[src/hdl/cache_pkg.sv]
package cache_pkg;

  // Word and block geometry
  parameter int WORD_W          = 32;
  parameter int WORDS_PER_BLOCK = 4;
  parameter int BLOCK_W         = WORD_W * WORDS_PER_BLOCK;
  parameter int BYTE_OFF_W      = 2;   // Byte within a word
  parameter int WORD_OFF_W      = 2;   // Word within a block

  // Associativity and LRU ages
  parameter int NUM_WAYS   = 4;
  parameter int AGE_W      = 2;
  parameter int AGE_OLDEST = 3;        // Age of the least recently used way

  typedef logic [WORD_W-1:0] word_t;

  // Block as words, so a word offset indexes it directly
  typedef logic [WORDS_PER_BLOCK-1:0][WORD_W-1:0] block_t;

  typedef logic [NUM_WAYS-1:0] way_mask_t;

  typedef logic [AGE_W-1:0] age_t;

  // Ages of all ways of one set, way 0 in the low bits
  typedef logic [NUM_WAYS-1:0][AGE_W-1:0] age_vec_t;

  // Controller states
  typedef enum logic [2:0] {
    IDLE      = 3'd0,
    LOOKUP    = 3'd1,
    WRITEBACK = 3'd2,
    REFILL    = 3'd3,
    UPDATE    = 3'd4
  } cache_state_e;

endpackage
[src/hdl/way_select.sv]
`timescale 1ns/1ps

module way_select #(
  parameter int SET_BITS = 4,
  localparam int TAG_W = cache_pkg::WORD_W - SET_BITS
                         - cache_pkg::WORD_OFF_W - cache_pkg::BYTE_OFF_W
) (
  input  cache_pkg::way_mask_t                      rd_valid,
  input  cache_pkg::way_mask_t                      rd_dirty,
  input  logic [cache_pkg::NUM_WAYS-1:0][TAG_W-1:0] rd_tag,
  input  cache_pkg::age_vec_t                       rd_age,
  input  logic [TAG_W-1:0]                          req_tag,
  output logic                                      hit,
  output cache_pkg::way_mask_t                      hit_way,
  output cache_pkg::way_mask_t                      victim_way,
  output logic                                      victim_dirty,
  output logic [TAG_W-1:0]                          victim_tag,
  output cache_pkg::way_mask_t                      wr_way,
  output cache_pkg::age_vec_t                       new_ages
);

  import cache_pkg::*;

  age_t used_age;   // Previous age of the way being touched

  // Tag compare and LRU victim per way
  always_comb begin
    for (int w = 0; w < NUM_WAYS; w++) begin
      hit_way[w]    = rd_valid[w] && (rd_tag[w] == req_tag);
      victim_way[w] = (rd_age[w] == age_t'(AGE_OLDEST));
    end
  end

  assign hit          = |hit_way;
  assign victim_dirty = |(victim_way & rd_valid & rd_dirty);   // Needs write-back
  assign wr_way       = hit ? hit_way : victim_way;

  always_comb begin
    victim_tag = '0;
    for (int w = 0; w < NUM_WAYS; w++) begin
      if (victim_way[w]) begin
        victim_tag = victim_tag | rd_tag[w];
      end
    end
  end

  // LRU age update
  // Touched way goes to 0, younger ways age by one, older ways keep their age
  always_comb begin
    used_age = '0;
    for (int w = 0; w < NUM_WAYS; w++) begin
      if (wr_way[w]) begin
        used_age = rd_age[w];
      end
    end
    for (int w = 0; w < NUM_WAYS; w++) begin
      if (wr_way[w]) begin
        new_ages[w] = '0;
      end else if (rd_age[w] < used_age) begin
        new_ages[w] = rd_age[w] + 1'b1;
      end else begin
        new_ages[w] = rd_age[w];
      end
    end
  end

endmodule

[config.mk]
export PLATFORM = sky130hd
export DESIGN_NAME = way_select
export DESIGN_NICKNAME = d
export VERILOG_FILES = /design/src/hdl/cache_pkg.sv /design/src/hdl/way_select.sv
export SDC_FILE = /design/constraint.sdc
export NUM_CORES = 1
export LEC_CHECK = 0
export BUFFER_PORTS_ARGS = -buffer_cell sky130_fd_sc_hd__buf_2
export CAP_MARGIN = 20
export CORE_MARGIN = 4
export CORE_UTILIZATION = 39
export DETAILED_ROUTE_END_ITERATION = 8
export GPL_ROUTABILITY_DRIVEN = 0
export PLACE_DENSITY = 0.81
export SETUP_SLACK_MARGIN = 0.3
export SLEW_MARGIN = 10
export SYNTH_ARGS = -nofsm -noshare
export SYNTH_HDL_FRONTEND = slang
export SYNTH_SLANG_ARGS = --single-unit
export TNS_END_PERCENT = 30
[constraint.sdc]
create_clock -name vclk -period 3.1
set_clock_uncertainty 0.05 [all_clocks]
set_input_delay 0.155 -clock vclk [all_inputs]
set_output_delay 0.155 -clock vclk [all_outputs]
set_load 0.05 [all_outputs]
# [Yosys cells after proc, flatten, opt, wreduce, memory -nomap -nowiden]
# Cells that the tools add are included.
[word_totals] inputBits=136 out_inout_bits=46 ff_bits=0
[classes] bitwise=5 n_eq_ne=8 order_cmp=4 reduce_logical=6 n_mux=17 addsub=4
[op_table] op="$eq A24 B24 Y1" n=4
[op_table] op="$mux W24" n=4
[op_table] op="$or A24 B24 Y24" n=3
[op_table] op="$mux W2" n=12
[op_table] op="$add A2 B1 Y2 const B" n=4
[op_table] op="$and A4 B4 Y4" n=2
[op_table] op="$eq A2 B2 Y1 const B" n=4
[op_table] op="$lt A2 B2 Y1" n=4
[op_table] op="$reduce_or A4 Y1" n=2
[op_table] op="$logic_and A1 B1 Y1" n=4
[op_table] op="$mux W4" n=1

# [Longest topological paths before layout]
# Gate-level depths: netlist of the first run.
[logic_depth] depth_word=11 mapped_depth=15 ltp_nobuf=14

# [Worst setup path before layout of the first run]
# No wires, ideal clock.
[synth_path] kind="input port to output port" start="in req_tag[16]" end="out new_ages[3] in the netlist's numbering" t_arrival_ns=4.779 required_ns=2.895 path_slack_ns=-1.884 stages=11 n_path_buf=1 path_cell_list="clkbuf_1 > xnor2_1 > nand4_1 > or4_1 > nor4_1 > a31oi_4 > mux2i_1 > ha_1 > nor2_1 > a22oi_1 > a31oi_1"
[synth_rtl] item="from (decl)" line="way_select.sv:12" rtl="input logic [TAG_W-1:0] req_tag,"
[synth_rtl] item="to (decl)" line="way_select.sv:19" rtl="output cache_pkg::age_vec_t new_ages"

==> impl_metrics.ini, run 1 <==
[worst_setup_path]
worst_setup_path_end_kind = primary output
criticalPathCategory = input pin to primary output
crit_fanout = 4
cp.required_ns = 2.89
crit_arrival_ns = 3.34
start_kind = input pin

[grt]
grt_overflow_total = 0
first_global_vias = 3754
antenna_found_initial = 0
track_usage = 0.301
grt_pass1_wl_um = 18200
grt_max_degree = 29

[detailed_routing]
post_drt_wl_per_cell_um = 19.1
detail_route.wirelength_um = 12600
drc_errors = 0
drt-pass1-iter-count = 5
dr_wl_met3_um = 1390
met1_length_um = 4660
ant_nets = 0
vias_per_cell = 6.00
vias = 3969
topRoutingLayerUsed = met4
wl_met2_um = 6130
drt_iter0_markers = 350

[worst_hold_path]
hp-class = input pin to primary output

[synthesis]
syn-num-nets = 491
synth_area_leaders = xnor2_1, a22oi_1, xor2_1
synth-warning-count = 0
synth_simple_gate_area_share = 0.295
yosysTopAreaCellShare = 0.203
synth_mux_area_frac = 0.00828
synth-xor-area-share = 0.348
postSynthCellCount = 347
syn_area_sq_um = 2420
yosys.area.top_type = xnor2_1
synthAdderAreaFrac = 0.0414
synth_top_family_by_area = XOR/XNOR gates
ys_types = 41
avgSynthCellArea_sq_um = 6.97
seq_area_frac_synth = 0
synth_compound_area_frac = 0.268

[timing]
postLayoutSetupSlackWorst_ns = -0.444
min_period_ns = 3.54
hold-worst-slack_ns = 0.704
fmax_ghz = 0.282
worst_slew_pin_slew_ns = 0.514
min_period_over_period = 1.14
rsz0062_at_grt = yes
relSlewSlack = 0.656
finalSetupViolations = 8
hold_viol = 0
drv_slew = 0
tns_ns = -2.79

[floorplanning]
die_width_um = 86.7
rows = 28
placeableCoreArea_sq_um = 5960
initial_core_util = 0.406
die_y_um = 86.7
ioPinCount = 182
dieArea_sq_um = 7520

[power_and_ir_drop]
pwr-share-seq = 0
power_frac_comb = 1.000
p_leak_nw = 2.04
sw_frac_of_total = 0.597
p_total_mw = 1.00
power.density_nw_per_um2 = 229
power.internal_mw = 0.403
pwr-share-clk = 0
switchingPower_mw = 0.598
peakVddDrop_uv = 187

[cells_and_area]
fillCellCount = 462
seq_cell_count = 0
clockBufferCount = 0
stdcell_count = 662
design_area_sq_um = 4370
final_common_cell = buf_2
finalNetCount = 733
regArea_sq_um = 0
layout_common_cells = buf_2, buf_4, xnor2_1
diodes = 0
drive_above_1_share = 0.532
multiInputGateArea_sq_um = 2670
area_delta_synth_final_pct = 81.0

[placement]
hpwl_um = 10200
port_buffers = 182
dpl-instance-area_sq_um = 4060
place_inst = 658

[status]
outcome = complete, but fails checks
violations = setup timing

[run]
cap_viol_max_count = 0
## area by class of cell
| type | count | share of cell area |
|---|---|---|
| Timing Repair Buffer | 260 | 0.363 |
| Inverter | 6 | 0.00572 |
| Tap cell | 75 | 0.0215 |
| Multi-Input combinational cell | 321 | 0.610 |
## what timing repair did
action                                  in CTS  in global routing
gates resized for setup                     33                 25
endpoints found under the setup margin       8                  8
pin swaps                                   11                 19
hold buffers                                 0                  0
setup buffers                                2                  2
## synth_stat cells (all sizes together) (6+ instances only)
cell,number
a22oi,50
nor4,15
nand3,9
ha,8
a31oi,12
nor2,14
inv,6
xor2,40
clkbuf,17
xnor2,56
nand2,44
nand4,27
## path summary, 6_finish.rpt
path / slack, ns / cells after the start / end / startpoint
hold / removal: 0.70 / 4 / victim_dirty / rd_dirty[1]
setup / recovery: -0.44 / 17 / new_ages[7] / req_tag[7]
## per-stage QoR
| stage | setup WS (ns) | utilization |
|---|---|---|
| 3_3_place_gp | -0.495 | 0.682 |
| 2_1_floorplan | -0.296 | - |
| 4_1_cts | -0.386 | 0.712 |
| 6_report | -0.444 | 0.734 |
| 5_1_grt | -0.530 | 0.734 |
| 3_5_place_dp | -0.542 | 0.682 |
## power by group through the flow
stage	Sequential (mW)	Clock (mW)	Combinational [mW]
after floorplan	0	0	0.536
after global placement	0	0	0.871
after detailed placement	0	0	0.889
after CTS	0	0	0.946
after global routing	0	0	1.05
final	0	0	1.00
## cells by family (layout without fill, tap and decap cells)
| group | count (synthesis) | in the layout |
|---|---|---|
| and+or+nand+nor | 131 | 131 |
| buffers and inverters | 26 | 266 |
| AOI/OAI and AO/OA | 84 | 84 |
| muxes | 2 | 2 |
| xor gates and xnor gates | 96 | 96 |
| adders and majority gates | 8 | 8 |
## critical path, stage by stage
cell,delay [ns]
buf_2,0.11
buf_4,0.14
xnor2_1,0.30
nand4_1,0.15
or4_4,0.59
nand2_4,0.10
o21ai_4,0.06
or3b_1,0.37
a31oi_2,0.19
mux2i_2,0.10
buf_6,0.15
ha_4,0.25
inv_4,0.06
a31oi_4,0.03
o21a_1,0.22
o21a_2,0.22
buf_8,0.15
## metal layers
metal | vias to the layer above | GRT usage
met4 | 0 | 0.0921
met5 | - | 0
li1 | 1792 | -
met3 | 45 | 0.0485
met1 | 1859 | 0.355
met2 | 273 | 0.550
(Power assumes the default switching activity.)
==> run 2: changes to the inputs <==
Settings changed: GPL_TIMING_DRIVEN set to 0, SLEW_MARGIN 10 to 25.
==> run 2 against run 1 <==
  * Total power is 7.2% lower
  * The run still ends with setup timing left
  * Non-clock buffer count is 50 lower
  * First-iteration DRC count is 4.0% higher
  * Largest power group unchanged
  * Design area is 8.9% lower
  * Combinational power is 7% lower
  * Flip-flop and latch count stayed put
  * Count of clock-buffer cells in the layout stayed put
  * Final cell count is 7.6% lower
  * Routed wire length is 2.8% lower
  * Core utilization is 6.6 points lower
  * Setup slack worse by 0.014 ns
==> impl_metrics.ini, run 2 (same netlist as run 1, synthesis figures left out) <==
[floorplanning]
dieArea_sq_um = 7520
die_y_um = 86.7
die_width_um = 86.7
initial_core_util = 0.406
ioPinCount = 182
rows = 28
placeableCoreArea_sq_um = 5960

[cells_and_area]
clockBufferCount = 0
design_area_sq_um = 3980
seq_cell_count = 0
diodes = 0
multiInputGateArea_sq_um = 2670
stdcell_count = 612
finalNetCount = 683
fin_util = 0.669
fillCellCount = 540
drive_above_1_share = 0.460
area_delta_synth_final_pct = 64.8
regArea_sq_um = 0
layout_common_cells = buf_2, xnor2_1, a22oi_1
final_common_cell = buf_2

[status]
violations = setup timing
outcome = complete, but fails checks

[worst_setup_path]
crit_chain = buf_12, xor2_4, or4_1, or4b_1, o2bb2a_4, a31oi_4, nor2_2, a31oi_4, mux2i_4, buf_6, ha_4, inv_2, a31oi_4, o21a_1, o21a_2, buf_8
cpPeakStageDelay_ns = 0.51
crit_arrival_ns = 3.35
crit_fanout = 4
criticalPathCategory = input pin to primary output
cpLargestDelayFamily = compound AO/OA/AOI/OAI gates
timing.critical_path.buf_inv = 4
worst_setup_path_end_kind = primary output
start_kind = input pin
crit_path_start = req_tag[18]
cp.required_ns = 2.89
critPathSlowestCell = or4_1
cp_common_cell = a31oi_4

[power_and_ir_drop]
switchingPower_mw = 0.584
power.internal_mw = 0.345
power.density_nw_per_um2 = 233
p_leak_nw = 1.75
pwr-share-seq = 0
power_frac_comb = 1.000
p_total_mw = 0.928
pwr-share-clk = 0
peakVddDrop_uv = 184
sw_frac_of_total = 0.629

[timing]
rsz0062_at_grt = yes
relSlewSlack = 0.586
min_period_ns = 3.56
worst_slew_pin_slew_ns = 0.621
hold_viol = 0
min_period_over_period = 1.15
finalSetupViolations = 8
postLayoutSetupSlackWorst_ns = -0.457
fmax_ghz = 0.281
drv_slew = 0

[detailed_routing]
vias = 3817
ant_nets = 0
dr_wl_met3_um = 1590
wl_met2_um = 5740
drt-pass1-iter-count = 9
topRoutingLayerUsed = met4
post_drt_wl_per_cell_um = 20.1
detail_route.wirelength_um = 12300
drc_errors = 0
met1_length_um = 4520
vias_per_cell = 6.24
drt_iter0_markers = 364

[grt]
grt_overflow_total = 0
grt_max_degree = 11
first_global_vias = 3596
grt_pass1_wl_um = 17400
track_usage = 0.290
antenna_found_initial = 0

[worst_hold_path]
holdPathEnd = victim_dirty
hold_path_depth = 4
hp-class = input pin to primary output
hp-start = rd_dirty[1]

[placement]
place_inst = 596
port_buffers = 174
dpl-instance-area_sq_um = 3560
hpwl_um = 9840

[run]
cap_viol_max_count = 0

[cts]
cts_hold_buf = 0
-- run 2: changes by cell type in the layout (fill, tap and decap cells not counted), moves of 3 or more --
cell      before  now
buf_4         79   16
clkbuf_1       0   13
buf_2        168  160
buf_1          0    3
clkbuf_2       0    3
nor2_2         4    7
-- run 2: cell type report --
class | instances | share of cell area
timing repair buffer | 190 | 0.276
inverter | 6 | 0.00565
buffer | 20 | 0.0251
tap | 75 | 0.0236
multi-input combinational | 321 | 0.670
-- run 2: power by group through the flow --
stage / logic, mW / clock network, mW / registers [mW]
4_1_cts: 0.879 / 0 / 0
5_1_grt: 0.970 / 0 / 0
2_1_floorplan: 0.536 / 0 / 0
3_5_place_dp: 0.804 / 0 / 0
6_report: 0.928 / 0 / 0
3_3_place_gp: 0.794 / 0 / 0
-- run 2: worst max path at each step --
stage	depth (start not counted)	to	slack [ns]
after global placement	16	new_ages[1]	-0.69
after global routing	17	new_ages[7]	-0.51
final	16	new_ages[7]	-0.46
after CTS	17	new_ages[7]	-0.40
after detailed placement	16	new_ages[1]	-0.76
after floorplan	14	new_ages[5]	-0.30
-- run 2: per-stage QoR --
stage	setup slack, ns	setup TNS (ns)	hold slack [ns]
finish	-0.457	-3.15	0.696
global route	-0.509	-3.59	0.703
CTS	-0.401	-2.83	0.694
detailed placement	-0.761	-5.25	0.694
global placement	-0.694	-5.00	0.691
floorplan	-0.296	-2.03	0.443
-- run 2: what timing repair did --
item	CTS	global route
setup endpoints to repair	8	8
gates resized for setup	40	27
buffers inserted	12	4
pin swaps	32	12
-- run 2: metal layers --
metal,GRT usage,vias up
met5,0,-
met4,0.0751,0
met3,0.0646,58
met2,0.513,296
met1,0.352,1770
li1,-,1693
