### config.mk
export PLATFORM = sky130hd
export DESIGN_NAME = line_builder
export DESIGN_NICKNAME = d
export VERILOG_FILES = /design/src/hdl/cache_pkg.sv /design/src/hdl/line_builder.sv
export SDC_FILE = /design/constraint.sdc
export NUM_CORES = 1
export LEC_CHECK = 0
export BUFFER_PORTS_ARGS = -buffer_cell sky130_fd_sc_hd__buf_4
export CORE_AREA = 8 8 373 375
export CTS_CLUSTER_DIAMETER = 30
export DETAILED_ROUTE_END_ITERATION = 12
export DIE_AREA = 0 0 381 383
export PLACE_DENSITY = 0.39
export SLEW_MARGIN = 20
export SYNTH_ARGS = -nofsm -noshare
export SYNTH_HDL_FRONTEND = slang
export SYNTH_SLANG_ARGS = --single-unit
### constraint.sdc
create_clock -name clk -period 1.05 [get_ports clk]
set_input_delay 0.0525 -clock clk [delete_from_list [all_inputs] [get_ports clk]]
set_output_delay 0.0525 -clock clk [all_outputs]
set_load 0.1 [all_outputs]
### src/hdl/cache_pkg.sv
package cache_pkg;

  // Word and block geometry
  parameter int WORD_W          = 32;
  parameter int WORDS_PER_BLOCK = 4;
  parameter int BLOCK_W         = WORD_W * WORDS_PER_BLOCK;
  parameter int BYTE_OFF_W      = 2;   // Byte within a word
  parameter int WORD_OFF_W      = 2;   // Word within a block

  // Associativity and LRU ages
  parameter int NUM_WAYS   = 4;
  parameter int AGE_W      = 2;
  parameter int AGE_OLDEST = 3;        // Age of the least recently used way

  typedef logic [WORD_W-1:0] word_t;

  // Block as words, so a word offset indexes it directly
  typedef logic [WORDS_PER_BLOCK-1:0][WORD_W-1:0] block_t;

  typedef logic [NUM_WAYS-1:0] way_mask_t;

  typedef logic [AGE_W-1:0] age_t;

  // Ages of all ways of one set, way 0 in the low bits
  typedef logic [NUM_WAYS-1:0][AGE_W-1:0] age_vec_t;

  // Controller states
  typedef enum logic [2:0] {
    IDLE      = 3'd0,
    LOOKUP    = 3'd1,
    WRITEBACK = 3'd2,
    REFILL    = 3'd3,
    UPDATE    = 3'd4
  } cache_state_e;

endpackage
### src/hdl/line_builder.sv
`timescale 1ns/1ps

module line_builder (
  input  logic                                        clk,
  input  logic                                        rst_n,
  input  logic                                        refill_load,
  input  cache_pkg::block_t                           mem_req_datain,
  input  cache_pkg::block_t [cache_pkg::NUM_WAYS-1:0] rd_data,
  input  logic                                        hit,
  input  cache_pkg::way_mask_t                        hit_way,
  input  cache_pkg::way_mask_t                        victim_way,
  input  logic                                        req_rw,
  input  logic [cache_pkg::WORD_OFF_W-1:0]            req_word,
  input  cache_pkg::word_t                            req_wdata,
  output cache_pkg::block_t                           wr_data,
  output logic                                        wr_dirty,
  output cache_pkg::block_t                           mem_req_dataout,
  output cache_pkg::word_t                            cpu_res_dataout
);

  import cache_pkg::*;

  block_t refill_q;   // Block fetched from memory
  block_t hit_blk;
  block_t base_blk;

  always_ff @(posedge clk or negedge rst_n) begin
    if (!rst_n) begin
      refill_q <= '0;
    end else if (refill_load) begin
      refill_q <= mem_req_datain;
    end
  end

  // Way data muxes, masks are one-hot
  always_comb begin
    hit_blk         = '0;
    mem_req_dataout = '0;
    for (int w = 0; w < NUM_WAYS; w++) begin
      if (hit_way[w]) begin
        hit_blk = hit_blk | rd_data[w];
      end
      if (victim_way[w]) begin
        mem_req_dataout = mem_req_dataout | rd_data[w];   // Write-back block
      end
    end
  end

  assign base_blk = hit ? hit_blk : refill_q;

  // Merge the CPU word on writes
  always_comb begin
    wr_data = base_blk;
    if (req_rw) begin
      wr_data[req_word] = req_wdata;
    end
  end

  assign wr_dirty        = req_rw;
  assign cpu_res_dataout = base_blk[req_word];

endmodule

After elaboration in Yosys (flattened, before gate mapping)
Index checks and enable logic that the tools add are counted.
Operators by class
  bitwise operators: 6
  equality and inequality tests: 0
  shift operators: 0
  add/subtract/negate cells: 0
  magnitude comparators: 2
  multiply operators: 0
  reductions and logical operators: 1
  div/mod/pow operators: 0
  mux-type cells: 15
Operator list (number)
  $mux 128: 10
  $or 128x128->128: 6
  $bwmux 128: 1
  $bmux 32 s2: 1
  $demux 32 s2: 1
  $mux 32: 2
  $lt 2x3->1 const B: 1
  $ge 2x1->1 const B: 1
  $logic_and 1x1->1: 1
Storage, ports and cells
  memory bits (writable): 0
  logic and storage cells: 28
  bits in latches: 0
  register bits: 128
  memories kept: 0
  memory bits (read-only): 0

Longest topological paths before layout
Gate-level depths: netlist of run 1.
  depth after elaboration: 10
  gate-level depth with buffers: 7
  depth with buffers taken out: 3

Worst setup path after synthesis of run 1
No wires, ideal clock.
  path type: input port to output port
  from: input req_word[0] (netlist bit)
  to: output cpu_res_dataout[11]
  arrival: 1.657 ns
  path buffers: 3
  path slack: -0.659 ns
  data required time: 0.998 ns
  stages on the path: 6
  cells stage by stage: buf_2 > or2_2 > clkbuf_1 > buf_2 > a311oi_1 > or4_1
On the way
  longest elaborated chain between the ends: 2
Ends and longest elaborated chain
  from (decl): line line_builder.sv:13  | input logic [cache_pkg::WORD_OFF_W-1:0] req_word,
  $bmux 32 s2: line line_builder.sv:60  | assign cpu_res_dataout = base_blk[req_word];
  $mux 32 (not written as such): line line_builder.sv:60
  to (decl): line line_builder.sv:18  | output cache_pkg::word_t cpu_res_dataout
Every way passes these cells. The select of a mux whose other input is x is not followed.

Final worst setup path of run 1
  from: register refill_q[111] (netlist bit)
  to: output cpu_res_dataout[15]
On the way
  longest elaborated chain between the ends: 3
Ends and longest elaborated chain
  from (decl): line line_builder.sv:23  | block_t refill_q;
  from (signal assigned): line line_builder.sv:31  | refill_q <= mem_req_datain;
  $mux 128: line line_builder.sv:49  | assign base_blk = hit ? hit_blk : refill_q;
  $bmux 32 s2: line line_builder.sv:60
  $mux 32 (not written as such): line line_builder.sv:60
Every way passes these cells. The select of a mux whose other input is x is not followed.

==> qor.yml, run 1 <==
outcome:
  outcome: "finished, violations left"
  violations: "negative setup slack"
clock_tree:
  cts_root_buf: "clkbuf_16"
  cts_buffer_depth: 2
  htree_levels: 4
  clk_latency_ps: 490
  cts_tree: "built"
  cts_sinks: 128
  clkSlewWorstSetupHoldPaths_ps: 60
  cts_buffers: 17
grt:
  overflow: 0
  grt_pass1_vias: 23750
  grt_max_degree: 46
  grt_first_pass_wirelength_um: 210100
  grt.total_usage: 0.2056
  antenna_found_initial: 29
sta:
  finalWorstSetupSlack_ps: -1087
  min_period_ps: 2137
  finalCritPeriodShare: 2.035
  hold_viol_final: 0
  rsz0062_at_grt: "true"
  worst_pin_slew_ps: 790.8
  final_max_slew_viol_count: 0
  fmax_mhz: 468.0
  max_slew_margin: 0.4692
  fin_skew_ps: 0
  setup_violations: 244
  hold_slack_ps: 71.44
final_layout:
  drive_gt1_frac: 0.8422
  top_regs: "refill_q x128"
  area_growth_pct: 176.1
  mostFrequentLayoutCells: "buf_4 (986), a22oi_2 (404), buf_12 (265)"
  layout_commonest_cell: "buf_4"
  fill_cells: 13940
  seqCellArea_um2: 3212
  final_nets: 3724
  stdcell_count: 4826
  largest_register_ffs: 128
  largest-register: "refill_q"
  multi_input_area_um2: 15740
yosys:
  syn_area_um2: 14040
  seq_area_frac_synth: 0.2281
  synth_fp_nets: 2336
  synthTopCellsByArea: "a22oi_1 (27%), dfrtp_1 (23%), mux2_2 (18%), a311oi_1 (10%), a31oi_1 (4.3%)"
  ys_types: 19
  ys_ff_latch: 128
  ys_warn_count: 0
  synth_top_area_cell: "a22oi_1"
  synth_top_cell_area_share: 0.2737
  synthCells: 1649
  syn_area_per_cell_um2: 8.516
power_and_ir_drop:
  p_comb_frac: 0.702
  leakagePower_nw: 15.96
  p_clk_frac: 0.162
  swShare: 0.5021
  p_sw_mw: 21.89
  vdd_ir_drop_max_mv: 0.9429
  p_seq_frac: 0.136
  p_per_area_nw_per_um2: 1124
  p_int_mw: 21.70
critical_path:
  critPathBufInv: 1
  crit_fanout: 2
  arrival_ps: 2080
  worstPathCellList: "nor2_4, a311oi_1, or4_4, buf_12"
  start_kind: "flop"
  cpLargestDelayFamily: "compound AO/OA/AOI/OAI gates"
  endpoint_kind: "primary output"
  crit_type: "flop to primary output"
  cp.required_ps: 1000
  cp_slowest_stage_delay_ps: 670
  cp_slowest_cell: "a311oi_1"
drt:
  detail-route-antenna-nets: 0
  vias: 22220
  drt_iter0_drc: 1422
  routedWlPerCell_um: 32.94
  drcViolationCount: 0
  vias_per_cell: 4.604
  dr.pass1.iters: 6
  route.final.wire_length_um: 158900
floorplanning:
  num_rows: 134
  dieHeight_um: 383
  start_util: 0.1058
  dieArea_um2: 145900
  io_pins: 976
  die_w_um: 381
  core_um2: 132800
placement:
  dp_hpwl_um: 126900
  dp_cells: 4624
  gp_congestion: 0.8871
  portBuffers: 975
flow_run:
  maxCapViolations: 0
worst_hold_path:
  hp-class: "input pin to async pin"
what timing repair did:
item	in CTS	in global routing
buffers inserted	50	35
endpoints found under the hold margin	256	0
resized for setup	1053	227
cloned	23	2
setup endpoints to repair	287	280
hold buffers	129	0
pin swaps	184	99
worst register-to-register path, cell delays in order (launching register included):
cell and delay, ps:
dfrtp_1 410, buf_4 140, mux2_2 240
synth_stat cells:
master and count:
a22oi_1 512, mux2_2 224, a311oi_1 160, nand2_1 129
dfrtp_1 128, nor2_1 128, a31oi_1 96, clkbuf_1 85
buf_2 79, a21o_1 32, or4_1 32, buf_1 19
buf_6 16, buf_4 2, nand2b_1 2, nand3b_1 2
nand3_1 1, nor3b_1 1, or2_2 1
cell type report:
type                            instances  share of cell area
Antenna cell                            9           0.0005808
Sequential cell                       128             0.08283
Multi-Input combinational cell       1320              0.4058
Clock inverter                         13            0.005485
Timing Repair Buffer                 1570              0.4372
Clock buffer                           18             0.01107
Tap cell                             1768             0.05705
kinds of logic after synthesis:
group / after synthesis / share of synthesized area
compound gates: 800 / 0.4334
buf+inv: 201 / 0.06985
flops: 128 / 0.2281
mux: 224 / 0.1796
simple gates: 296 / 0.08909
power by group through the flow:
| stage | clock network, mW | logic [mW] | registers (mW) |
|---|---|---|---|
| after floorplan | 0 | 15.6 | 5.78 |
| after global placement | 0 | 25.1 | 5.91 |
| after detailed placement | 0 | 25.1 | 5.92 |
| after CTS | 7.47 | 29.9 | 5.90 |
| after global routing | 7.61 | 31.4 | 5.99 |
| final | 7.07 | 30.6 | 5.93 |
per-stage QoR:
step	power, mW	instance area [um^2]	utilization	setup WS [ps]	TNS (ps)
after floorplan	21.35	17720	-	-357.9	-28260
after global placement	31.04	30110	0.2267	-1359	-137680
after detailed placement	31.03	30110	0.2267	-1409	-137910
after CTS	43.30	37540	0.2827	-1132	-120080
after global routing	45.01	38780	0.2920	-1147	-129830
final	43.59	38780	0.2920	-1087	-114900
final timing paths:
kind | startpoint | to | cells after the start | slack [ps]
setup / recovery | refill_q[111] | cpu_res_dataout[15] | 4 | -1090
hold / removal | rst_n | refill_q[111] | 2 | 70
setup reg to reg | refill_q[114] | refill_q[114] | 2 | 140
hold reg to reg | refill_q[14] | refill_q[14] | 1 | 530
max in group asynchronous | rst_n | refill_q[84] | 4 | 370
min in group clk | refill_load | refill_q[105] | 3 | 140
metal layers:
| metal | vias to the layer above | part of all wire | GRT usage |
|---|---|---|---|
| met1 | 11470 | 0.44 | 0.2707 |
| li1 | 9648 | - | - |
| met3 | 122 | 0.057 | 0.04146 |
| met5 | - | 0.00030 | 0 |
| met4 | 8 | 0.023 | 0.04798 |
| met2 | 970 | 0.48 | 0.3446 |
No activity file was read; power rests on OpenSTA's default activity.
==> inputs of run 2 (changes only) <==
Settings changed: RECOVER_POWER set to 50.
==> run 2 against run 1 <==
  * The run still ends with negative setup slack left
  * Clock-buffer cell count is the same
  * Flip-flop and latch count is the same
  * Total power about the same
  * Final area about the same
  * Largest cell class unchanged
==> qor.yml, run 2 (synthesis results as in run 1) <==
outcome:
  outcome: "finished, violations left"
  violations: "negative setup slack"
placement:
  dp_cells: 4624  # unchanged
  gp_congestion: 0.8871  # unchanged
  dp_hpwl_um: 126900  # unchanged
  placed_cell_area_um2: 30110  # unchanged
  portBuffers: 975  # unchanged
worst_hold_path:
  hp-class: "input pin to flop"
final_layout:
  final_nets: 3724  # unchanged
  layout_commonest_cell: "buf_4"
  mostFrequentLayoutCells: "buf_4 (985), a22oi_2 (404), buf_12 (265)"
  largest-register: "refill_q"
  drive_gt1_frac: 0.8419  # about the same
  fill_cells: 13940  # +0.0072%
  finish.instance_area_um2: 38770  # about the same
  top_regs: "refill_q x128"
  stdcell_count: 4827  # +0.021%
  area_growth_pct: 176.1  # about the same
  largest_register_ffs: 128  # unchanged
sta:
  fin_tns_setup_ps: -124810  # -9906 ps
  final_max_slew_viol_count: 0  # unchanged
  hold_slack_ps: 141.1  # +69.61 ps
  setup_violations: 350  # +43%
  finalWorstSetupSlack_ps: -1090  # -3.290 ps
  worst_pin_slew_ps: 937.7  # +146.9 ps
  fmax_mhz: 467.3  # -0.15%
  hold_viol_final: 0  # unchanged
  max_slew_margin: 0.3749  # -0.09434
  min_period_ps: 2140  # +3.290 ps
  finalCritPeriodShare: 2.038  # +0.003133
  fin_skew_ps: 0  # unchanged
  rsz0062_at_grt: "true"
critical_path:
  crit_fanout: 2  # unchanged
  crit_type: "flop to primary output"
  worstPathCellList: "nor2_4, a311oi_1, or4_4, buf_12"
  endpoint_kind: "primary output"
  arrival_ps: 2090  # about the same
  cp.required_ps: 1000  # about the same
  critPathBufInv: 1  # unchanged
  start_kind: "flop"
  cp_slowest_cell: "a311oi_1"
  cpLargestDelayFamily: "compound AO/OA/AOI/OAI gates"
  cp_slowest_stage_delay_ps: 670  # about the same
grt:
  antenna_found_initial: 29  # unchanged
  grt.total_usage: 0.2056  # unchanged
  grt_max_degree: 46  # unchanged
  overflow: 0  # unchanged
  grt_pass1_vias: 23750  # unchanged
  grt_first_pass_wirelength_um: 210100  # unchanged
drt:
  drt_iter0_drc: 1474  # +3.7%
  routedWlPerCell_um: 32.96  # about the same
  detail-route-antenna-nets: 0  # unchanged
  drcViolationCount: 0  # unchanged
  vias: 22190  # -0.13%
  route.final.wire_length_um: 159100  # about the same
  vias_per_cell: 4.597  # -0.15%
  dr.pass1.iters: 5  # -1
floorplanning:
  die_w_um: 381  # unchanged
  core_um2: 132800  # unchanged
  dieArea_um2: 145900  # unchanged
  start_util: 0.1058  # unchanged
  io_pins: 976  # unchanged
  num_rows: 134  # unchanged
  dieHeight_um: 383  # unchanged
clock_tree:
  cts_buffer_depth: 2  # unchanged
  htree_levels: 4  # unchanged
  cts_tree: "built"
  cts_sinks: 128  # unchanged
  clk_latency_ps: 490  # about the same
  cts_root_buf: "clkbuf_16"
  cts_buffers: 17  # unchanged
  clkSlewWorstSetupHoldPaths_ps: 70  # about the same
power_and_ir_drop:
  total_power_mw: 43.59  # about the same
  vdd_ir_drop_max_mv: 0.9455  # +0.28%
  p_per_area_nw_per_um2: 1124  # about the same
  leakagePower_nw: 15.96  # about the same
flow_run:
  maxCapViolations: 0  # unchanged
-- run 2: changes by cell type in the layout (fill, tap and decap cells not counted) --
| cell | before | now |
|---|---|---|
| buf_4 | 986 | 985 |
| diode_2 | 9 | 10 |
| clkbuf_8 | 2 | 1 |
| clkbuf_2 | 0 | 1 |
| clkbuf_1 | 1 | 2 |
-- run 2: metrics by stage --
step / worst slack [ps] / utilization
final: -1090 / 0.2920
after global routing: -1147 / 0.2919
after CTS: -1132 / 0.2827
after detailed placement: -1409 / 0.2267
after global placement: -1359 / 0.2267
after floorplan: -357.9 / -
-- run 2: area by class of cell --
class / instances / area (um^2) / share of cell area
Antenna cell: 10 / 25.02 / 0.0006455
Tap cell: 1768 / 2212 / 0.05706
Clock buffer: 18 / 429.2 / 0.01107
Sequential cell: 128 / 3212 / 0.08285
Multi-Input combinational cell: 1320 / 15740 / 0.4059
Clock inverter: 13 / 212.7 / 0.005487
Timing Repair Buffer: 1570 / 16940 / 0.4370
-- run 2: report_power, final --
group	leakage, nW	internal, mW	switching, mW
combinational	14.2	12.1	18.5
clock	0.303	4.21	2.87
sequential	1.49	5.43	0.501
total	16.0	21.7	21.9
-- run 2: path summary, 6_finish.rpt --
path / from / endpoint / slack, ps / cells past startpoint
min in group asynchronous: rst_n / refill_q[111] / 320 / 2
worst min-delay path: refill_load / refill_q[105] / 140 / 3
worst max-delay path: refill_q[111] / cpu_res_dataout[15] / -1090 / 4
worst max register to register: refill_q[114] / refill_q[114] / 140 / 2
worst min register to register: refill_q[14] / refill_q[14] / 530 / 1
max in group asynchronous: rst_n / refill_q[84] / -180 / 4
-- run 2: tightest hold or removal path: cells and delay by family --
| kind | cells | cell delay, ps |
|---|---|---|
| mux | 1 | 170 |
| buf+inv | 2 | 360 |
-- run 2: layer usage --
| metal | up-vias | GRT usage | wire [um] |
|---|---|---|---|
| met4 | 8 | 0.04798 | 3733 |
| met2 | 982 | 0.3446 | 76240 |
| met1 | 11430 | 0.2707 | 70210 |
| met5 | - | 0 | 48 |
| li1 | 9645 | - | - |
| met3 | 125 | 0.04146 | 8859 |
-- run 2: what timing repair did --
action | 4_1_cts | 5_1_grt
pin swaps | 184 | 99
hold buffers | 129 | 0
gates cloned | 23 | 2
endpoints found under the setup margin | 287 | 280
setup buffers | 50 | 35
resized for setup | 1053 | 227
hold endpoints to repair | 256 | 0
