File: src/hdl/cache_pkg.sv
package cache_pkg;

  // Word and block geometry
  parameter int WORD_W          = 32;
  parameter int WORDS_PER_BLOCK = 4;
  parameter int BLOCK_W         = WORD_W * WORDS_PER_BLOCK;
  parameter int BYTE_OFF_W      = 2;   // Byte within a word
  parameter int WORD_OFF_W      = 2;   // Word within a block

  // Associativity and LRU ages
  parameter int NUM_WAYS   = 4;
  parameter int AGE_W      = 2;
  parameter int AGE_OLDEST = 3;        // Age of the least recently used way

  typedef logic [WORD_W-1:0] word_t;

  // Block as words, so a word offset indexes it directly
  typedef logic [WORDS_PER_BLOCK-1:0][WORD_W-1:0] block_t;

  typedef logic [NUM_WAYS-1:0] way_mask_t;

  typedef logic [AGE_W-1:0] age_t;

  // Ages of all ways of one set, way 0 in the low bits
  typedef logic [NUM_WAYS-1:0][AGE_W-1:0] age_vec_t;

  // Controller states
  typedef enum logic [2:0] {
    IDLE      = 3'd0,
    LOOKUP    = 3'd1,
    WRITEBACK = 3'd2,
    REFILL    = 3'd3,
    UPDATE    = 3'd4
  } cache_state_e;

endpackage
File: src/hdl/cache_ctrl_fsm.sv
`timescale 1ns/1ps

module cache_ctrl_fsm #(
  parameter int SET_BITS = 4,
  localparam int TAG_W = cache_pkg::WORD_W - SET_BITS
                         - cache_pkg::WORD_OFF_W - cache_pkg::BYTE_OFF_W
) (
  input  logic                            clk,
  input  logic                            rst_n,
  input  logic                            cpu_req_enable,
  output logic                            cpu_req_ready,
  input  logic                            cpu_req_rw,
  input  cache_pkg::word_t                cpu_req_addr,
  input  cache_pkg::word_t                cpu_req_datain,
  output logic                            cpu_res_ready,
  output logic                            mem_req_enable,
  output logic                            mem_req_rw,
  output cache_pkg::word_t                mem_req_addr,
  input  logic                            mem_req_ready,
  output logic                            rd_en,
  output logic [SET_BITS-1:0]             rd_index,
  output logic                            wr_en,
  output logic                            age_wr_en,
  output logic [TAG_W-1:0]                req_tag,
  output logic [cache_pkg::WORD_OFF_W-1:0] req_word,
  output logic                            req_rw,
  output cache_pkg::word_t                req_wdata,
  output logic                            refill_load,
  input  logic                            hit,
  input  logic                            victim_dirty,
  input  logic [TAG_W-1:0]                victim_tag
);

  import cache_pkg::*;

  localparam int OFF_W = WORD_OFF_W + BYTE_OFF_W;   // Block offset in bytes

  cache_state_e        state;
  cache_state_e        state_nxt;
  logic                accept;
  logic [SET_BITS-1:0] req_index;

  assign cpu_req_ready = (state == IDLE);
  assign accept        = cpu_req_enable && cpu_req_ready;

  // Store read starts on the acceptance edge
  assign rd_en    = accept;
  assign rd_index = cpu_req_addr[OFF_W +: SET_BITS];

  // Request registers
  always_ff @(posedge clk) begin
    if (accept) begin
      req_index <= cpu_req_addr[OFF_W +: SET_BITS];
      req_tag   <= cpu_req_addr[WORD_W-1 -: TAG_W];
      req_word  <= cpu_req_addr[BYTE_OFF_W +: WORD_OFF_W];
      req_rw    <= cpu_req_rw;
      req_wdata <= cpu_req_datain;   // CPU drops it after acceptance
    end
  end

  always_ff @(posedge clk or negedge rst_n) begin
    if (!rst_n) begin
      state <= IDLE;
    end else begin
      state <= state_nxt;
    end
  end

  always_comb begin
    state_nxt = state;
    case (state)
      IDLE: begin
        if (cpu_req_enable) begin
          state_nxt = LOOKUP;
        end
      end
      LOOKUP: begin
        if (hit) begin
          state_nxt = IDLE;
        end else if (victim_dirty) begin
          state_nxt = WRITEBACK;
        end else begin
          state_nxt = REFILL;
        end
      end
      WRITEBACK: begin
        if (mem_req_ready) begin
          state_nxt = REFILL;
        end
      end
      REFILL: begin
        if (mem_req_ready) begin
          state_nxt = UPDATE;
        end
      end
      UPDATE: state_nxt = IDLE;
      default: state_nxt = IDLE;
    endcase
  end

  // Memory port
  assign mem_req_enable = (state == WRITEBACK) || (state == REFILL);
  assign mem_req_rw     = (state == WRITEBACK);
  assign mem_req_addr   = (state == WRITEBACK) ? {victim_tag, req_index, {OFF_W{1'b0}}}
                                               : {req_tag, req_index, {OFF_W{1'b0}}};
  assign refill_load    = (state == REFILL) && mem_req_ready;

  // Line writes, age updates and the CPU response
  assign cpu_res_ready = ((state == LOOKUP) && hit) || (state == UPDATE);
  assign age_wr_en     = cpu_res_ready;   // Every access touches the ages
  assign wr_en         = ((state == LOOKUP) && hit && req_rw) || (state == UPDATE);

  // Memory request held until accepted
  a_mem_req_stable: assert property (
    @(posedge clk) disable iff (!rst_n)
    (mem_req_enable && !mem_req_ready)
      |=> (mem_req_enable && $stable(mem_req_addr) && $stable(mem_req_rw))
  );

  // Response is a single pulse that hands control back to IDLE
  a_res_pulse_to_idle: assert property (
    @(posedge clk) disable iff (!rst_n)
    cpu_res_ready |=> (!cpu_res_ready && (state == IDLE))
  );

endmodule

File: config.mk
export PLATFORM = sky130hd
export DESIGN_NAME = cache_ctrl_fsm
export DESIGN_NICKNAME = d
export VERILOG_FILES = /design/src/hdl/cache_pkg.sv /design/src/hdl/cache_ctrl_fsm.sv
export SDC_FILE = /design/constraint.sdc
export NUM_CORES = 1
export LEC_CHECK = 0
export ABC_AREA = 1
export BUFFER_PORTS_ARGS = -buffer_cell sky130_fd_sc_hd__buf_4
export CAP_MARGIN = 25
export CORE_ASPECT_RATIO = 1.2
export CORE_MARGIN = 1
export CORE_UTILIZATION = 30
export CTS_BUF_LIST = sky130_fd_sc_hd__clkbuf_8
export DETAILED_ROUTE_END_ITERATION = 6
export MAX_ROUTING_LAYER = met4
export PLACE_DENSITY = 0.65
export SLEW_MARGIN = 15
export SYNTH_ARGS = -nofsm -noshare
export SYNTH_HDL_FRONTEND = slang
export SYNTH_SLANG_ARGS = --single-unit
File: constraint.sdc
create_clock -name clk -period 12.1 [get_ports clk]
set_input_delay 2.42 -clock clk [delete_from_list [all_inputs] [get_ports clk]]
set_output_delay 2.42 -clock clk [all_outputs]
set_load 0.01 [all_outputs]
==> After elaboration in Yosys (flattened, before gate mapping) <==
Index checks and enable logic that the tools add are counted.
W data, S select, Z words.
{ "op_classes": {"n_addsub": 0, "mul": 0, "n_div": 0, "magnitude_cmp": 0, "eq_ne": 7, "shift": 0, "mux": 7, "bitwise_logic": 0, "reduce_logical": 9} }
{ "op_table": {"columns": ["cell", "count"], "rows": [
  ["$mux W32", 1],
  ["$pmux W3 S4", 1],
  ["$mux W3", 3],
  ["$eq A3 B2 Y1 const B", 2],
  ["$logic_and A1 B1 Y1", 4],
  ["$ne A2 B2 Y1 const B", 2],
  ["$eq A3 B1 Y1 const B", 1],
  ["$eq A3 B3 Y1 const B", 1],
  ["$logic_not A3 Y1", 1],
  ["$logic_or A1 B1 Y1", 3],
  ["$reduce_and A3 Y1", 1],
  ["$mux W2", 1],
  ["$ne A2 B1 Y1 const B", 1],
  ["$mux W1", 1]
]} }
{ "word_totals": {"register_bits": 66, "latch_bits": 0, "mem_bits_rw": 0, "rom_bits": 0, "inputBits": 95, "out_inout_bits": 103, "wordCells": 29, "memories": 0} }

==> Longest topological paths before layout <==
Gate-level depths: netlist of the first run.
{ "logic_depth": {"ltp_word": 4, "mapped_depth": 7, "depth_no_buf": 6} }

==> Worst setup path before layout of the first run <==
OpenSTA, ideal clock, no wires.
{ "synth_path": {"path_type": "input-to-output", "start": "input cpu_req_enable", "end": "output rd_en", "arrival_time_ps": 5208, "t_required_ps": 9680, "setup_slack_ps": 4472, "stages": 2, "path_buffers": 0, "path_cell_list": "inv_1 nor2_1"} }
{ "synth_between": {"elab_chain_len": 1} }
{ "synth_rtl": {"columns": ["element", "line", "source"], "rows": [
  ["start: declaration", "cache_ctrl_fsm.sv:10", "input logic cpu_req_enable,"],
  ["$logic_and A1 B1 Y1", "cache_ctrl_fsm.sv:44", "assign accept = cpu_req_enable && cpu_req_ready;"],
  ["end: declaration", "cache_ctrl_fsm.sv:20", "output logic rd_en,"]
]} }
No other way between the ends.

==> Worst setup path after layout of the first run <==
{ "layout_path": {"start": "input mem_req_ready", "end": "output refill_load"} }
{ "layout_between": {"elab_chain_len": 1} }
{ "layout_rtl": {"columns": ["element", "line", "source"], "rows": [
  ["start: declaration", "cache_ctrl_fsm.sv:19", "input logic mem_req_ready,"],
  ["$logic_and A1 B1 Y1", "cache_ctrl_fsm.sv:106", "assign refill_load = (state == REFILL) && mem_req_ready;"],
  ["end: declaration", "cache_ctrl_fsm.sv:28", "output logic refill_load,"]
]} }
No other way between the ends.

==> results.toml, run 1 <==
[pwr]
seqPwrFrac = 0.397
p_sw_frac = 0.345
p_sw_mw = 0.281
irDropWorstVdd_mv = 0.0877
power_mw = 0.813
clock_power_share = 0.196
p_int_mw = 0.532
leakagePower_nw = 1.96
power_density_mw_per_mm2 = 196
p_comb_frac = 0.407

[sta]
slew_violations = 0
setup_slack_ns = 6.76
fin_crit_sh = 0.441
skew_ns = 0.0121
setup_viol = 0
period_minus_slack_ns = 5.34
holdWs_ns = 0.538
finalSetupTns_ns = 0
hold_viol = 0
rsz0062_at_grt = "no"
fmax_mhz = 187

[clocking]
hold_buffers = 0
numCtsBuffers = 9
clockBufferDepth = 2
cts_num_sinks = 66
htree_num_levels = 3
postCtsSetupBuffers = 0
clkLatencyLatePin_ns = 0.34
path_clk_slew_ns = 0.07
cts_root_buf = "clkbuf_8"
cts_tree = "built"
cts_resized = 0

[place]
dp_slack_ns = 6.75
dpl-instance-area_mm2 = 0.00398
place.gp.congestion = 0.846
place_hpwl_um = 5100
portBuffers = 191

[job]
maxCapViolCount = 0

[yosys]
ys_ff_latch = 66
async_flop_share = 0.0455
netlist_area_mm2 = 0.00249
synth_seq_area_share = 0.790
yosysWarnings = 0
synthCells = 183
syn_area_per_cell_um2 = 13.6
synth_area_leaders = "edfxtp_1 (76%), nand2_1 (12%), dfrtp_1 (3.0%)"
yosysUniqueCellTypes = 17
synthDominantCellAreaShare = 0.759
synth_top_area_cell = "edfxtp_1"
synth_edf_count = 63
synthFlopType = "edfxtp_1"

[die]
dieHeight_um = 102
coreArea_mm2 = 0.00811
die_area_mm2 = 0.00867
start_util = 0.307
io_pins = 198
num_rows = 36
dieWidth_um = 85.2

[setup_path]
path_cells = "buf_4 -> inv_1 -> nor4_1 -> buf_4"
cp_max_fo = 4
worst_ep_required_time_ns = 9.68
cp_common_cell = "buf_4"
crit_path_start_kind = "input port"
worstSetupEndpointType = "primary output"
crit_slowest_cell = "nor4_1"
arrival_ns = 2.92
critPathKind = "input port to primary output"
max_stage_delay_ns = 0.19

[finish]
final_cell_mix = "buf_4 (193), nand2_1 (81), edfxtp_1 (63)"
nets = 472
drive_gt1_frac = 0.558
final_common_cell = "buf_4"
area_growth_pct = 66.5
diodes = 0
stdcell_area_mm2 = 0.00415

[hold_path]
min_path_type = "flip-flop to flip-flop"

[global_routing]
grt_pass1_wl_um = 8990
grt_pass1_vias = 1936
antenna_found_initial = 0
grt.overflow.total = 0
grt_usage = 0.145
grt_max_degree = 36

[drt]
drt-initial-drc-count = 85
drtPass1Iterations = 4
drc = 0
drt_wl_total_um = 6520
vias = 2047
wl_per_cell_um = 13.7
postRouteAntennaNets = 0
viasPerCell = 4.29

[run_status]
status = "completed"
[through the flow]
step	util	std cells
after floorplan	-	186
after global placement	0.491	461
after detailed placement	0.491	461
after CTS	0.512	477
after global routing	0.512	477
final	0.512	477
[power groups by stage]
stage | combinational [mW] | clock [mW] | sequential [mW]
2_1_floorplan | 0.143 | 0 | 0.351
3_3_place_gp | 0.332 | 0 | 0.327
3_5_place_dp | 0.336 | 0 | 0.328
4_1_cts | 0.336 | 0.166 | 0.323
5_1_grt | 0.359 | 0.173 | 0.328
6_report | 0.331 | 0.159 | 0.323
[flip-flops by register name (all words and copies together) (netlist names)]
register,flops
req_wdata,32
req_tag,24
req_index,4
state,3
req_word,2
req_rw,1
[kinds of logic after synthesis]
logic type / count (synthesis) / share of synthesized area
other: 1 / 0.00151
and+or+nand+nor: 96 / 0.157
DFF: 66 / 0.790
buffers and inverters: 20 / 0.0517
[metal layers]
metal	up-vias	GRT usage	wire length (µm)
met5	-	-	0
met4	0	0.0782	146
met3	15	0.0493	560
met2	112	0.258	3490
met1	928	0.139	2320
li1	992	-	-
[final timing paths]
| kind | start | endpoint | slack (ns) | depth (start not counted) |
|---|---|---|---|---|
| setup / recovery | mem_req_ready | refill_load | 6.76 | 4 |
| hold / removal | state[0]$_DFFE_PN0P_ | state[0]$_DFFE_PN0P_ | 0.54 | 2 |
| setup reg to reg | state[2]$_DFFE_PN0P_ | req_index[1]$_DFFE_PP_ | 9.92 | 5 |
| hold reg to reg | state[0]$_DFFE_PN0P_ | state[0]$_DFFE_PN0P_ | 0.54 | 2 |
| max in group asynchronous | rst_n | state[0]$_DFFE_PN0P_ | 10.15 | 1 |
| min in group asynchronous | rst_n | state[2]$_DFFE_PN0P_ | 1.85 | 1 |
[cells in the mapped netlist (2+ instances only)]
cell,count
buf_2,2
buf_4,9
buf_6,2
dfrtp_1,3
edfxtp_1,63
inv_1,5
nand2_1,81
nand3_1,6
nor2_1,3
nor4_1,2
[worst max-delay path, delay by kind of cell]
family	cells	cell delay (ns)
buffers and inverters	3	0.32
and+or+nand+nor	1	0.19
[layout make-up]
type                       count  area, µm²
sequential                    66       1970
timing repair buffer         193       1450
inverter                       7       28.8
fill                         742       3960
clock buffer                   9        124
tap                           95        119
clock inverter                 7       46.3
multi-input combinational    100        414
No activity file was read; power rests on OpenSTA's default activity.
==> run 2, diff against run 1 <==
--- a/config.mk
+++ b/config.mk
@@ -14,7 +14,7 @@
 export CTS_BUF_LIST = sky130_fd_sc_hd__clkbuf_8
 export DETAILED_ROUTE_END_ITERATION = 6
 export MAX_ROUTING_LAYER = met4
-export PLACE_DENSITY = 0.65
+export PLACE_DENSITY = 0.67
 export SLEW_MARGIN = 15
 export SYNTH_ARGS = -nofsm -noshare
 export SYNTH_HDL_FRONTEND = slang
==> constraint.sdc (replaced) <==
create_clock -name clk -period 4.9 [get_ports clk]
set_input_delay 0.98 -clock clk [delete_from_list [all_inputs] [get_ports clk]]
set_output_delay 0.98 -clock clk [all_outputs]
set_load 0.01 [all_outputs]
==> run 2 against run 1 <==
- critical endpoint is now mem_req_addr[16]
- first-iteration DRC count is 38% lower
- core utilization is 0.093 points higher
- largest cell class unchanged
- count of clock-buffer cells in the layout stayed put
- clock skew is 0.0056 ns lower
- global-route usage is 1.0 points higher
- sequential share of layout area is 0.086 points lower
- register-to-register slack worse by 7.0 ns
==> results.toml, run 2 (synthesis gave the netlist of run 1 again) <==
[run_status]
status = "completed"

[sta]
rsz0062_at_grt = "no"
setup_viol = 0
fin_crit_sh = 0.565
slew_violations = 0
hold_viol = 0
finalSetupTns_ns = 0
maxSlewHeadroom = 0.468
worst_slew_pin_slew_ns = 0.799
fmax_mhz = 361
skew_ns = 0.00655
period_minus_slack_ns = 2.77

[finish]
regArea_mm2 = 0.00197
largest_register = "req_wdata"
diodes = 0
nets = 471
largest_reg_flops = 32
final_cell_mix = "buf_4 (192), nand2_1 (81), edfxtp_1 (63)"
multiInputGateArea_um2 = 414
final_util = 0.513
fillers = 729
final_common_cell = "buf_4"
drive_gt1_frac = 0.556
largestRegisters = "req_wdata (32), req_tag (24), req_index (4)"
area_growth_pct = 66.8

[clocking]
cts_root_buf = "clkbuf_8"
postCtsSetupBuffers = 0
path_clk_slew_ns = 0.07
htree_num_levels = 3
hold_buffers = 0
cts_tree = "built"
clkLatencyLatePin_ns = 0.34
cts_num_sinks = 66
numCtsBuffers = 9
cts_resized = 0
clockBufferDepth = 2

[die]
dieHeight_um = 102
io_pins = 198
dieWidth_um = 85.2
num_rows = 36
die_area_mm2 = 0.00867
start_util = 0.307
coreArea_mm2 = 0.00811

[drt]
drtPass1Iterations = 4
drt-initial-drc-count = 53
wl_per_cell_um = 13.8
postRouteAntennaNets = 0
drt_wl_total_um = 6550
viasPerCell = 4.27
drc = 0
vias = 2034

[pwr]
irDropWorstVdd_mv = 0.289
p_int_mw = 1.36
power_mw = 2.04
p_comb_frac = 0.397
p_sw_frac = 0.335
clock_power_share = 0.211
power_density_mw_per_mm2 = 492
p_sw_mw = 0.684
leakagePower_nw = 1.97
seqPwrFrac = 0.392

[place]
place.gp.congestion = 0.766
portBuffers = 191
place_hpwl_um = 5020

[setup_path]
crit_path_start_kind = "flip-flop"
arrival_ns = 1.79
worst_ep_required_time_ns = 3.92
critPathKind = "flip-flop to primary output"
cp_max_fo = 26
worstSetupEndpointType = "primary output"
r2r_cells = 4

[job]
maxCapViolCount = 0

[global_routing]
grt_pass1_wl_um = 9330
grt_max_degree = 64
grt_pass1_vias = 1977
antenna_found_initial = 0
grt.overflow.total = 0
grt_usage = 0.155

[hold_path]
min_path_type = "input port to asynchronous set/reset pin"
[run 2: cell types whose count changed in the layout (fill, tap and decap cells not counted), sizes merged]
cell / change
buf: -1
bufinv: +1
clkinv: +2
clkinvlp: -1
inv: -2
[run 2: critical path: stages (launching register included)]
cell	delay [ns]
dfrtp_1	0.46
nor2_4	0.19
nand2_4	0.20
inv_4	0.28
nand2_1	0.11
nand2_1	0.08
buf_4	0.11
[run 2: final timing paths]
path / slack, ns / from / endpoint
max in group asynchronous: 4.39 / rst_n / state[2]$_DFFE_PN0P_
max: 2.13 / state[2]$_DFFE_PN0P_ / mem_req_addr[16]
min in group clk: 0.53 / state[0]$_DFFE_PN0P_ / state[0]$_DFFE_PN0P_
min reg2reg: 0.53 / state[0]$_DFFE_PN0P_ / state[0]$_DFFE_PN0P_
max reg2reg: 2.90 / state[2]$_DFFE_PN0P_ / req_tag[0]$_DFFE_PP_
min: 0.42 / rst_n / state[1]$_DFFE_PN0P_
[run 2: layout make-up]
type                            count  area share
Multi-Input combinational cell    100      0.0997
Clock buffer                        9      0.0298
Sequential cell                    66       0.473
Clock inverter                      7      0.0148
Tap cell                           95      0.0286
Inverter                            7     0.00693
Timing Repair Buffer              192       0.347
[run 2: power by group through the flow]
stage / clock network [mW] / registers, mW / logic [mW]
detailed placement: 0 / 0.814 / 0.826
finish: 0.430 / 0.801 / 0.812
CTS: 0.448 / 0.802 / 0.827
floorplan: 0 / 0.866 / 0.354
global route: 0.470 / 0.813 / 0.892
global placement: 0 / 0.810 / 0.814
[run 2: through the flow]
stage,worst slack [ns],hold WS (ns),instances,instance area (µm²)
CTS,2.07,0.392,476,4160
floorplan,0.152,0.490,186,2500
finish,2.13,0.417,476,4160
global route,1.94,0.387,476,4160
detailed placement,2.44,0.513,460,3970
global placement,2.43,0.512,460,3970
[run 2: per-layer routing]
metal | GRT usage | vias up | share of wire
met2 | 0.271 | 112 | 0.54
met5 | - | - | 0
met3 | 0.0727 | 9 | 0.093
met1 | 0.147 | 921 | 0.35
met4 | 0.0665 | 0 | 0.016
li1 | - | 992 | -
==> run 3, diff against run 2 <==
--- a/config.mk
+++ b/config.mk
@@ -5,7 +5,7 @@
 export SDC_FILE = /design/constraint.sdc
 export NUM_CORES = 1
 export LEC_CHECK = 0
-export ABC_AREA = 1
+export ABC_AREA = 0
 export BUFFER_PORTS_ARGS = -buffer_cell sky130_fd_sc_hd__buf_4
 export CAP_MARGIN = 25
 export CORE_ASPECT_RATIO = 1.2
@@ -14,7 +14,7 @@
 export CTS_BUF_LIST = sky130_fd_sc_hd__clkbuf_8
 export DETAILED_ROUTE_END_ITERATION = 6
 export MAX_ROUTING_LAYER = met4
-export PLACE_DENSITY = 0.67
+export PLACE_DENSITY = 0.64
 export SLEW_MARGIN = 15
 export SYNTH_ARGS = -nofsm -noshare
 export SYNTH_HDL_FRONTEND = slang
==> constraint.sdc (replaced) <==
create_clock -name clk -period 2.55 [get_ports clk]
set_input_delay 0.51 -clock clk [delete_from_list [all_inputs] [get_ports clk]]
set_output_delay 0.51 -clock clk [all_outputs]
set_load 0.01 [all_outputs]
==> run 3 against run 2 <==
- clock power is 91% higher
- via count is 11% lower
- clock skew is 0.00056 ns lower
- final area is 3.0% higher
- register-to-register slack worse by 2.1 ns
- hold slack worse by 0.073 ns
- cell count is 7.6% lower
- area after synthesis is 3.6% higher
- routed wire length is 7.2% lower
- worst setup slack worse by 2.0 ns
- largest power group is now sequential cells
==> results.toml, run 3 <==
[run_status]
status = "completed"

[finish]
drive_gt1_frac = 0.730
area_growth_pct = 65.9
final_cell_mix = "buf_4 (194), edfxtp_1 (63), mux2_4 (19)"
largest_reg_flops = 32
diodes = 0
final_common_cell = "buf_4"
largest_register = "req_wdata"
largestRegisters = "req_wdata (32), req_tag (24), req_index (4)"
nets = 417
fin_cells = 440

[yosys]
ys_ff_latch = 66
synth-compound-area-share = 0.0136
synthFlopType = "edfxtp_1"
yosysWarnings = 0
synthTopCellsByCount = "edfxtp_1 (63), mux2_4 (19), buf_4 (9)"
yosys.area_share.adder = 0
synth_seq_area_share = 0.762
synth.most_common_cell = "edfxtp_1"
synthDominantCellAreaShare = 0.733
synth-simple-area-share = 0.0364
syn_area_per_cell_um2 = 20.6
synth_edf_count = 63
netlist_area_mm2 = 0.00258
synth_top_family_by_area = "multiplexers"
synth.area.mux_share = 0.132
synthCells = 125
synth_top_area_cell = "edfxtp_1"
synthXorXnorAreaFrac = 0.00339
synth_area_leaders = "edfxtp_1 (73%), mux2_4 (11%), dfrtp_1 (2.9%)"
async_flop_share = 0.0455
yosysUniqueCellTypes = 24

[setup_path]
r2r_slack_ns = 0.77
path_cells = "nand2b_4 -> nor2_8 -> buf_12 -> mux2_2 -> buf_4"
rr_startpoint = "state[0]$_DFFE_PN0P_"
r2r-end = "req_tag[17]$_DFFE_PP_"
crit_path_start_kind = "flip-flop"
critPathKind = "flip-flop to primary output"
max_stage_delay_ns = 0.46
crit_slowest_cell = "dfrtp_1"
worstSetupEndpointType = "primary output"
r2r_cells = 3
worst_ep_required_time_ns = 2.04
arrival_ns = 1.93
cp_max_fo = 17

[die]
start_util = 0.313
coreArea_mm2 = 0.00824
dieWidth_um = 86.7
die_area_mm2 = 0.00898
dieHeight_um = 104
num_rows = 36
io_pins = 198

[drt]
wl_per_cell_um = 13.8
drc = 0
viasPerCell = 4.13
postRouteAntennaNets = 0
drt_wl_total_um = 6080
vias = 1816
drt-initial-drc-count = 62
drtPass1Iterations = 3

[clocking]
clockBufferDepth = 2
cts_root_buf = "clkbuf_8"
htree_num_levels = 3
numCtsBuffers = 9
hold_buffers = 1
cts_num_sinks = 66
clkLatencyLatePin_ns = 0.33
postCtsSetupBuffers = 0
path_clk_slew_ns = 0.07
cts_resized = 0
cts_tree = "built"

[sta]
period_minus_slack_ns = 2.44
skew_ns = 0.00599
setup_viol = 0
fmax_mhz = 410
fin_crit_sh = 0.956
rsz0062_at_grt = "no"
hold_viol = 0
finalSetupTns_ns = 0
slew_violations = 0

[pwr]
leakagePower_nw = 1.89
power_density_mw_per_mm2 = 918
irDropWorstVdd_mv = 0.446

[place]
place.gp.congestion = 0.718
dp.cells = 424
portBuffers = 191
place_hpwl_um = 4800

[global_routing]
grt_max_degree = 28
grt_usage = 0.137
grt.overflow.total = 0
grt_pass1_vias = 1762
antenna_found_initial = 0
grt_pass1_wl_um = 8590

[hold_path]
whs_endpoint = "req_tag[8]$_DFFE_PP_"
min_path_type = "input port to flip-flop"
whs_path_depth = 1
hold_path_startpoint = "cpu_req_addr[16]"

[job]
maxCapViolCount = 0
[run 3: cell types whose count changed in the layout (fill, tap and decap cells not counted), moves of 4 or more]
cell / previous run / this run
nand3_1: 6 / 0
mux2_2: 0 / 5
mux2_4: 0 / 19
a21oi_1: 0 / 4
inv_1: 6 / 1
nand2_1: 81 / 2
[run 3: how the worst max path moves through the flow]
stage	from	end	depth (start not counted)
global placement	state[2]$_DFFE_PN0P_	mem_req_addr[8]	5
detailed placement	state[2]$_DFFE_PN0P_	mem_req_addr[9]	5
floorplan	state[1]$_DFFE_PN0P_	rd_en	3
global route	state[1]$_DFFE_PN0P_	mem_req_addr[10]	5
CTS	state[1]$_DFFE_PN0P_	mem_req_addr[11]	5
finish	state[2]$_DFFE_PN0P_	mem_req_addr[11]	5
[run 3: per-layer routing]
layer  vias to the layer above  track usage  routed length (µm)  share of wire
met5                         -            -                   0              0
met4                         0       0.0726                 113          0.019
met3                        10       0.0534                 575          0.095
met2                       111        0.238                3270           0.54
met1                       839        0.127                2120           0.35
li1                        856            -                   -              -
[run 3: per-stage QoR]
stage / worst slack [ns] / hold WS, ns / utilization / area, µm² / total power, mW
CTS: 0.0728 / 0.315 / 0.519 / 4280 / 3.99
global placement: 0.482 / 0.299 / 0.496 / 4090 / 3.13
floorplan: 0.216 / 0.214 / - / 2590 / 2.44
global route: 0.0154 / 0.317 / 0.519 / 4280 / 4.12
finish: 0.113 / 0.343 / 0.519 / 4280 / 3.93
detailed placement: 0.458 / 0.301 / 0.496 / 4090 / 3.16
[run 3: where the power goes]
group | internal, mW | leakage [nW] | switching [mW]
registers | 1.47 | 0.621 | 0.126
clock network | 0.439 | 0.0885 | 0.384
logic | 0.853 | 1.18 | 0.660
[run 3: final cells by class]
| type | count | area (µm²) |
|---|---|---|
| Inverter | 2 | 7.51 |
| Clock buffer | 9 | 124 |
| Multi-Input combinational cell | 47 | 495 |
| Timing Repair Buffer | 196 | 1490 |
| Sequential cell | 66 | 1970 |
| Clock inverter | 6 | 58.8 |
| Tap cell | 114 | 143 |
| Fill cell | 715 | 3960 |
[run 3: critical path: cells and delay by family, from the launching register on]
kind,cells,cell delay (ns)
buffers and inverters,2,0.35
AND/OR/NAND/NOR,2,0.43
multiplexers,1,0.35
flip-flops,1,0.46
[run 3: logic make-up (layout without fill, tap and decap cells)]
logic type,after synthesis,count (layout)
mux,24,24
buf+inv,15,213
simple gates,13,13
compound gates,5,5
xor+xnor,1,1
other cells,1,4
flops,66,66
